<file path="config.mk">
export PLATFORM = sky130hd
export DESIGN_NAME = issue_stage
export DESIGN_NICKNAME = d
export VERILOG_FILES = /design/src/hw/issue_pkg.sv /design/src/hw/fust_if.sv /design/src/hw/regfile.sv /design/src/hw/fust.sv /design/src/hw/issue_select.sv /design/src/hw/issue_stage.sv
export SDC_FILE = /design/constraint.sdc
export NUM_CORES = 2
export LEC_CHECK = 0
export ABC_AREA = 0
export BUFFER_PORTS_ARGS = -buffer_cell sky130_fd_sc_hd__buf_2
export CAP_MARGIN = 20
export CORE_MARGIN = 2
export CORE_UTILIZATION = 63
export DETAILED_ROUTE_END_ITERATION = 12
export GPL_ROUTABILITY_DRIVEN = 0
export HOLD_SLACK_MARGIN = 0.1
export PLACE_DENSITY = 0.82
export REMOVE_ABC_BUFFERS = 1
export SETUP_SLACK_MARGIN = 0.15
export SYNTH_ARGS = -nofsm -noshare
export SYNTH_HDL_FRONTEND = slang
export SYNTH_HIERARCHICAL = 1
export SYNTH_SLANG_ARGS = --single-unit
</file>
<file path="constraint.sdc">
create_clock -name CLK -period 8.2 [get_ports CLK]
set_input_delay 1.64 -clock CLK [delete_from_list [all_inputs] [get_ports CLK]]
set_output_delay 1.64 -clock CLK [all_outputs]
set_load 0.01 [all_outputs]
</file>
<file path="src/hw/issue_pkg.sv">
// ~~~~~~~~~~~~~~~~~~~~~~~~~~~~~~~~~~~~~~~~
// issue stage sizes, enums and row/issue structs
// ~~~~~~~~~~~~~~~~~~~~~~~~~~~~~~~~~~~~~~~~
package issue_pkg;

    localparam int NUM_FU = 3;   // alu, load/store, branch
    localparam int AGE_W  = 4;
    localparam int REG_W  = 5;
    localparam int WORD_W = 32;

    typedef enum logic [1:0] {
        FU_ALU    = 2'd0,
        FU_LDST   = 2'd1,
        FU_BRANCH = 2'd2
    } fu_e;

    typedef enum logic [1:0] {
        FUST_EMPTY,
        FUST_WAIT,   // holding, tags may still be pending
        FUST_RDY,    // ready but lost selection
        FUST_EX
    } fust_state_e;

    typedef enum logic [3:0] {
        ADD = 4'd0,
        SUB = 4'd1,
        AND = 4'd2,
        OR  = 4'd3,
        XOR = 4'd4,
        SLT = 4'd5,
        BEQ = 4'd6,
        BNE = 4'd7
    } alu_op_e;

    typedef struct packed {
        alu_op_e            op;
        logic [REG_W-1:0]   rd;
        logic [REG_W-1:0]   rs1;
        logic [REG_W-1:0]   rs2;
        logic [WORD_W-1:0]  imm;
        logic               i_type;
        logic               spec;
        logic [REG_W-1:0]   t1;   // 0 means no dependency
        logic [REG_W-1:0]   t2;
    } fust_row_t;

    typedef struct packed {
        logic [NUM_FU-1:0]  fu_en;
        alu_op_e            op;
        logic [REG_W-1:0]   rd;
        logic [WORD_W-1:0]  rdat1;
        logic [WORD_W-1:0]  rdat2;
        logic [WORD_W-1:0]  imm;
        logic               spec;
    } issue_t;

endpackage

</file>
<file path="src/hw/fust_if.sv">
// ~~~~~~~~~~~~~~~~~~~~~~~~~~~~~~~~~~~~~~~~
// status table to select logic interface
// ~~~~~~~~~~~~~~~~~~~~~~~~~~~~~~~~~~~~~~~~
interface fust_if import issue_pkg::*; ();

    fust_row_t   [NUM_FU-1:0] rows;
    logic        [NUM_FU-1:0] tags_clear;   // both source tags are zero
    fust_state_e [NUM_FU-1:0] state;
    logic        [NUM_FU-1:0] flush_mask;   // rows emptied at the next edge

    // table side
    modport tbl (
        output rows,
        output tags_clear,
        input  state,
        input  flush_mask
    );

    // select side
    modport sel (
        input  rows,
        input  tags_clear,
        output state,
        output flush_mask
    );

endinterface

</file>
<file path="src/hw/regfile.sv">
// ~~~~~~~~~~~~~~~~~~~~~~~~~~~~~~~~~~~~~~~~
// 32x32 register file, 2 read / 1 write
// ~~~~~~~~~~~~~~~~~~~~~~~~~~~~~~~~~~~~~~~~
module regfile import issue_pkg::*; (
    input  logic              CLK,
    input  logic              nRST,
    input  logic              wen,
    input  logic [REG_W-1:0]  wsel,
    input  logic [WORD_W-1:0] wdata,
    input  logic [REG_W-1:0]  rsel1,
    input  logic [REG_W-1:0]  rsel2,
    output logic [WORD_W-1:0] rdat1,
    output logic [WORD_W-1:0] rdat2
);

    logic [WORD_W-1:0] regs [2**REG_W];

    always_ff @(posedge CLK or negedge nRST) begin
        if (!nRST) begin
            regs <= '{default: '0};
        end else if (wen && (wsel != '0)) begin   // r0 never written
            regs[wsel] <= wdata;
        end
    end

    always_comb begin
        if (rsel1 == '0) begin
            rdat1 = '0;
        end else if (wen && (wsel == rsel1)) begin
            rdat1 = wdata;   // forward same-cycle write
        end else begin
            rdat1 = regs[rsel1];
        end

        if (rsel2 == '0) begin
            rdat2 = '0;
        end else if (wen && (wsel == rsel2)) begin
            rdat2 = wdata;
        end else begin
            rdat2 = regs[rsel2];
        end
    end

endmodule

</file>
<file path="src/hw/fust.sv">
// ~~~~~~~~~~~~~~~~~~~~~~~~~~~~~~~~~~~~~~~~
// scalar FUST rows with writeback tag wakeup
// ~~~~~~~~~~~~~~~~~~~~~~~~~~~~~~~~~~~~~~~~
module fust import issue_pkg::*; (
    input  logic              CLK,
    input  logic              nRST,
    input  logic              disp_en,
    input  fu_e               disp_fu,
    input  fust_row_t         disp_row,
    input  logic              wb_en,
    input  logic [REG_W-1:0]  wb_sel,
    fust_if.tbl               fi
);

    fust_row_t [NUM_FU-1:0] rows_q;

    // zero any tag that the current writeback resolves
    function automatic fust_row_t wake(input fust_row_t row, input logic en,
                                       input logic [REG_W-1:0] sel);
        fust_row_t r;
        r = row;
        if (en && (r.t1 == sel)) begin
            r.t1 = '0;
        end
        if (en && (r.t2 == sel)) begin
            r.t2 = '0;
        end
        return r;
    endfunction

    always_ff @(posedge CLK or negedge nRST) begin
        if (!nRST) begin
            rows_q <= '0;
        end else begin
            for (int i = 0; i < NUM_FU; i++) begin
                if (fi.flush_mask[i]) begin
                    rows_q[i] <= '0;   // flushed or completed
                end else if (disp_en && (disp_fu == fu_e'(i))) begin
                    rows_q[i] <= wake(disp_row, wb_en, wb_sel);
                end else begin
                    rows_q[i] <= wake(rows_q[i], wb_en, wb_sel);
                end
            end
        end
    end

    always_comb begin
        for (int i = 0; i < NUM_FU; i++) begin
            fi.tags_clear[i] = (rows_q[i].t1 == '0) && (rows_q[i].t2 == '0);
        end
    end

    assign fi.rows = rows_q;

    // dispatch only writes a row after its credit came back
    a_write_empty_row: assert property (
        @(posedge CLK) disable iff (!nRST)
        disp_en |-> (fi.state[disp_fu] == FUST_EMPTY)
    ) else $error("dispatch write to occupied FUST row %0d", disp_fu);

endmodule

</file>
<file path="src/hw/issue_select.sv">
// ~~~~~~~~~~~~~~~~~~~~~~~~~~~~~~~~~~~~~~~~
// row FSMs, ages and oldest-ready select
// ~~~~~~~~~~~~~~~~~~~~~~~~~~~~~~~~~~~~~~~~
module issue_select import issue_pkg::*; (
    input  logic              CLK,
    input  logic              nRST,
    input  logic              disp_en,
    input  fu_e               disp_fu,
    input  logic              freeze,
    input  logic [NUM_FU-1:0] fu_done,
    input  logic              branch_miss,
    fust_if.sel               fi,
    output logic [NUM_FU-1:0] issue_sel,
    output logic [NUM_FU-1:0] credit_return
);

    fust_state_e [NUM_FU-1:0]            state_q, state_n;
    logic        [NUM_FU-1:0][AGE_W-1:0] age_q, age_n;
    logic        [NUM_FU-1:0]            cand;
    logic        [NUM_FU-1:0]            release_mask;
    logic        [NUM_FU-1:0]            ex_entry;

    always_comb begin
        for (int i = 0; i < NUM_FU; i++) begin
            cand[i] = ((state_q[i] == FUST_WAIT) && fi.tags_clear[i]) ||
                      (state_q[i] == FUST_RDY);
            release_mask[i] = (branch_miss && (state_q[i] != FUST_EMPTY) && fi.rows[i].spec) ||
                              ((state_q[i] == FUST_EX) && fu_done[i]);
        end
    end

    assign fi.flush_mask = release_mask;
    assign fi.state      = state_q;

    // strict compare keeps the lower index on equal ages
    always_comb begin : pick_oldest
        logic             found;
        logic [AGE_W-1:0] best_age;
        found     = 1'b0;
        best_age  = '0;
        issue_sel = '0;
        for (int i = 0; i < NUM_FU; i++) begin
            if (cand[i] && (!found || (age_q[i] > best_age))) begin
                issue_sel    = '0;
                issue_sel[i] = 1'b1;
                best_age     = age_q[i];
                found        = 1'b1;
            end
        end
        if (freeze || branch_miss) begin
            issue_sel = '0;
        end
    end

    always_comb begin
        state_n = state_q;
        age_n   = age_q;
        for (int i = 0; i < NUM_FU; i++) begin
            case (state_q[i])
                FUST_EMPTY: begin
                    if (disp_en && (disp_fu == fu_e'(i))) begin
                        state_n[i] = FUST_WAIT;
                        age_n[i]   = AGE_W'(1);
                    end
                end
                FUST_WAIT, FUST_RDY: begin
                    if (issue_sel[i]) begin
                        state_n[i] = FUST_EX;
                        age_n[i]   = '0;
                    end else begin
                        if (cand[i]) begin
                            state_n[i] = FUST_RDY;   // ready but lost
                        end
                        if (disp_en && (age_q[i] != '1)) begin
                            age_n[i] = age_q[i] + AGE_W'(1);
                        end
                    end
                end
                default: age_n[i] = '0;   // EX
            endcase
            if (release_mask[i]) begin
                state_n[i] = FUST_EMPTY;
                age_n[i]   = '0;
            end
        end
    end

    // rows moving into EX at the next edge
    always_comb begin
        for (int i = 0; i < NUM_FU; i++) begin
            ex_entry[i] = (state_n[i] == FUST_EX) && (state_q[i] != FUST_EX);
        end
    end

    always_ff @(posedge CLK or negedge nRST) begin
        if (!nRST) begin
            for (int i = 0; i < NUM_FU; i++) begin
                state_q[i] <= FUST_EMPTY;
            end
            age_q         <= '0;
            credit_return <= '0;
        end else begin
            state_q       <= state_n;
            age_q         <= age_n;
            credit_return <= release_mask;   // one pulse per emptied row
        end
    end

    a_sel_onehot: assert property (
        @(posedge CLK) disable iff (!nRST) $onehot0(ex_entry)
    ) else $error("more than one row entering EX: %b", ex_entry);

    a_freeze_no_issue: assert property (
        @(posedge CLK) disable iff (!nRST) freeze |-> (ex_entry == '0)
    ) else $error("row entering EX while frozen");

endmodule

</file>
<file path="src/hw/issue_stage.sv">
// ~~~~~~~~~~~~~~~~~~~~~~~~~~~~~~~~~~~~~~~~
// issue stage top: FUST, select, regfile, output reg
// ~~~~~~~~~~~~~~~~~~~~~~~~~~~~~~~~~~~~~~~~
module issue_stage import issue_pkg::*; (
    input  logic              CLK,
    input  logic              nRST,
    // dispatch
    input  logic              disp_en,
    input  fu_e               disp_fu,
    input  alu_op_e           disp_op,
    input  logic [REG_W-1:0]  disp_rd,
    input  logic [REG_W-1:0]  disp_rs1,
    input  logic [REG_W-1:0]  disp_rs2,
    input  logic [WORD_W-1:0] disp_imm,
    input  logic              disp_i_type,
    input  logic              disp_spec,
    input  logic [REG_W-1:0]  disp_t1,
    input  logic [REG_W-1:0]  disp_t2,
    input  logic              freeze,
    output logic [NUM_FU-1:0] credit_return,
    // writeback, execute, branch
    input  logic              wb_en,
    input  logic [REG_W-1:0]  wb_sel,
    input  logic [WORD_W-1:0] wb_data,
    input  logic [NUM_FU-1:0] fu_done,
    input  logic              branch_miss,
    // issued operation
    output logic [NUM_FU-1:0] out_fu_en,
    output alu_op_e           out_op,
    output logic [REG_W-1:0]  out_rd,
    output logic [WORD_W-1:0] out_rdat1,
    output logic [WORD_W-1:0] out_rdat2,
    output logic [WORD_W-1:0] out_imm,
    output logic              out_spec
);

    fust_if fi ();

    fust_row_t         disp_row, sel_row;
    logic [NUM_FU-1:0] issue_sel;
    logic [WORD_W-1:0] rf_rdat1, rf_rdat2;
    issue_t            issue_n, issue_q;

    always_comb begin
        disp_row        = '0;
        disp_row.op     = disp_op;
        disp_row.rd     = disp_rd;
        disp_row.rs1    = disp_rs1;
        disp_row.rs2    = disp_rs2;
        disp_row.imm    = disp_imm;
        disp_row.i_type = disp_i_type;
        disp_row.spec   = disp_spec;
        disp_row.t1     = disp_t1;
        disp_row.t2     = disp_t2;
    end

    fust fust_i (
        .CLK(CLK), .nRST(nRST),
        .disp_en(disp_en), .disp_fu(disp_fu), .disp_row(disp_row),
        .wb_en(wb_en), .wb_sel(wb_sel),
        .fi(fi.tbl)
    );

    issue_select select_i (
        .CLK(CLK), .nRST(nRST),
        .disp_en(disp_en), .disp_fu(disp_fu), .freeze(freeze),
        .fu_done(fu_done), .branch_miss(branch_miss),
        .fi(fi.sel),
        .issue_sel(issue_sel), .credit_return(credit_return)
    );

    always_comb begin
        sel_row = '0;   // zero when nothing is picked
        for (int i = 0; i < NUM_FU; i++) begin
            if (issue_sel[i]) begin
                sel_row = fi.rows[i];
            end
        end
    end

    regfile rf_i (
        .CLK(CLK), .nRST(nRST),
        .wen(wb_en), .wsel(wb_sel), .wdata(wb_data),
        .rsel1(sel_row.rs1), .rsel2(sel_row.rs2),
        .rdat1(rf_rdat1), .rdat2(rf_rdat2)
    );

    always_comb begin
        issue_n.fu_en = issue_sel;
        issue_n.op    = sel_row.op;
        issue_n.rd    = sel_row.rd;
        issue_n.rdat1 = rf_rdat1;
        issue_n.rdat2 = (sel_row.i_type && !issue_sel[FU_LDST]) ? sel_row.imm : rf_rdat2;
        issue_n.imm   = sel_row.imm;
        issue_n.spec  = sel_row.spec && !branch_miss;
    end

    always_ff @(posedge CLK or negedge nRST) begin
        if (!nRST) begin
            issue_q <= '0;
        end else if (!freeze) begin   // freeze holds everything, fu_en included
            issue_q <= issue_n;
        end
    end

    assign out_fu_en = issue_q.fu_en;
    assign out_op    = issue_q.op;
    assign out_rd    = issue_q.rd;
    assign out_rdat1 = issue_q.rdat1;
    assign out_rdat2 = issue_q.rdat2;
    assign out_imm   = issue_q.imm;
    assign out_spec  = issue_q.spec;

endmodule

</file>
==> run summary <==
Nets: 5113
Root Driver: clkbuf_16
Sw frac: 31.9%
Detailed-route via count: 49300
Worst Skew: 0.0290 ns
CP Capture Type: register
1st-pass router iterations: 6
Final setup vio count: 0
Buf/Inv on CP: 3
Post-Syn Instances: 4957
Critical path required time: 8.88 ns
Routed Antenna Nets: 0
All-Layer GR Usage: 38.4%
IO Port Bufs: 222
Crit Path Category: reg2reg
DP Cell Count: 6324
First-pass GRT wire length: 324 mm
Fillcell total: 6970
Status: completed
Pwr Total: 22.1 mW
Via density: 7.49
Worst Hold Slack: 0.394 ns
Slew at the pin closest to its max-slew limit: 1.25 ns
Post-DP HPWL: 127 mm
Reg2reg setup slack: 0.48 ns
Cts bufs inserted: 138
Drt total wl: 216 mm
Critical Path AT: 8.39 ns
Grt ovf: 0
Synthesized area: 0.0697 mm2
Hold Violations, Final: 0
Number of max-cap violations: 0
R2R Path Start: fust_i/fi.rows[9]$_DFFE_PN0P_
Post-Syn Area per Cell: 14.1 um2
Initial DRC Count: 6855
Non-Filler Instances: 6584
Share of power burned in the clock network: 30.1%
Die W: 337 um
Area growth from synthesis to layout: 11.0%
Worst setup SP type: register
Remaining DRCs: 0
Final period demand of the worst path: 7.72 ns
Most common cell after layout, fill and taps aside: dfrtp_1
Pwr Density: 286 mW/mm2
Core area: 0.110 mm2
Commonest non-fill, non-tap cells in the layout: dfrtp_1 (1342), mux2_2 (880), mux4_2 (432), buf_2 (220), a22o_1 (198)
Area of the multi-input gates: 0.0338 mm2
Comb power frac: 28.8%
Worst slew margin: 16.6%
Pint: 15.0 mW
Worst R2R Path Depth: 26
Hold WC Path Type: reg2reg
Rows: 122
CTS tree: done
Die Height: 337 um
FF+latch area: 0.0336 mm2
RSZ-0062 raised after global routing: true
Reg-to-reg endpoint: out_rdat2[7]$_DFFE_PN0N_
Crit. Startpoint: fust_i/fi.rows[9]$_DFFE_PN0P_
I/O pin total: 223
Initial antenna violation count: 18
Syn. warnings: 6
Clk slew on worst S/H paths: 0.06 ns
Htree depth: 4
Share of layout cells above drive strength 1: 40.3%
Slowest CP cell: a2111oi_0
Post-CTS Setup Repair Bufs: 0
Starting Density: 63.2%
Leak: 33.2 nW
Final Cycle Share: 94.1%
Worst path top cell family by delay: compound AO/OA/AOI/OAI gates
Flop pwr share: 41.1%
Hold Crit Depth: 0
Crit path largest cell delay: 0.67 ns
Routed WL per cell: 32.9 um
Hold_sp: rf_i/regs[1013]$_DFFE_PN0P_
Crit path max fanout: 52
Clk buf depth: 3
Number of global-route vias before repair: 50100
Pins Over Slew Limit: 0
Hold endpoint: rf_i/regs[1013]$_DFFE_PN0P_
Sink Count: 1342
Max VDD drop: 230 uV
Post-Route Utilization: 70.2%
Switching Power: 7.06 mW
Clk Latency, worst-skew pair: 0.77 ns
Die area: 0.113 mm2
Largest net degree at the start of global routing: 184
FMAX: 130 MHz
==> registers in the layout, indices dropped and copies added, names as in the netlist <==
| signal | count |
|---|---|
| rf_i/regs | 1024 |
| select_i/age_q | 12 |
| out_fu_en | 3 |
| out_imm | 32 |
| out_rdat2 | 32 |
| out_rdat1 | 32 |
| fust_i/fi.rows | 188 |
| select_i/fi.state | 6 |
| select_i/credit_return | 3 |
| out_spec | 1 |
| out_op | 4 |
| out_rd | 5 |
==> stage by stage <==
| stage | worst slack [ns] | TNS [ns] | cell area [um2] |
|---|---|---|---|
| 2_1_floorplan | -38.20 | -2297.91 | 67200 |
| 4_1_cts | 0.530 | 0 | 77300 |
| 3_3_place_gp | 0.652 | 0 | 72500 |
| 6_report | 0.482 | 0 | 77300 |
| 3_5_place_dp | 0.562 | 0 | 72500 |
| 5_1_grt | 0.141 | 0 | 77300 |
==> worst max-delay path by stage <==
stage | endpoint | depth (start not counted) | slack (ns)
after global routing | out_rdat2[19]$_DFFE_PN0N_ | 29 | 0.14
after global placement | out_rdat2[27]$_DFFE_PN0N_ | 28 | 0.65
after detailed placement | out_rdat2[0]$_DFFE_PN0N_ | 28 | 0.56
final | out_rdat2[7]$_DFFE_PN0N_ | 26 | 0.48
after CTS | out_rdat2[0]$_DFFE_PN0N_ | 28 | 0.53
after floorplan | out_rdat2[12]$_DFFE_PN0N_ | 23 | -38.20
==> power groups by stage <==
stage	registers [mW]	clock network [mW]	logic, mW
2_1_floorplan	8.80	0	5.90
3_3_place_gp	8.97	0	6.00
3_5_place_dp	9.10	0	6.17
4_1_cts	9.02	6.68	6.24
5_1_grt	9.21	6.96	6.70
6_report	9.08	6.65	6.37
==> layer usage <==
metal  wire length (um)  global-route usage (%)
met5                 81                       0
met1              78900                    51.0
met3              28000                    12.4
met4              13500                    21.5
met2              96000                    56.2
==> worst register-to-register path, stage by stage (launching register included) <==
cell,delay (ns)
dfrtp_1,0.40
or4_1,0.54
nor4_1,0.35
a21o_1,0.28
nand2_1,0.10
ha_1,0.30
nor2b_1,0.13
o211ai_1,0.20
a31o_2,0.33
mux2_2,0.37
ha_1,0.29
and4b_1,0.22
a211oi_2,0.22
o31ai_1,0.11
buf_4,0.17
nor3_2,0.24
nor2b_4,0.33
buf_4,0.20
a22oi_1,0.10
o21ai_4,0.23
buf_12,0.32
or3_1,0.57
o22ai_1,0.19
a2111oi_0,0.67
o221a_1,0.53
nand4b_1,0.16
o211ai_2,0.09
==> cell type report <==
type                            instances  area share [%]
Multi-Input combinational cell       3029            43.7
Sequential cell                      1342            43.4
Clock buffer                          208            5.48
Timing Repair Buffer                  410            3.95
Tap cell                             1488            2.41
Clock inverter                         41           0.731
Inverter                               55           0.267
Antenna cell                           11          0.0356
==> what timing repair did <==
| action | 4_1_cts | 5_1_grt |
|---|---|---|
| gates resized for setup | 0 | 2 |
| hold endpoints to repair | 0 | 0 |
| hold buffers | 0 | 0 |
| setup endpoints to repair | 0 | 8 |
No activity file was read; power rests on OpenSTA's default activity.
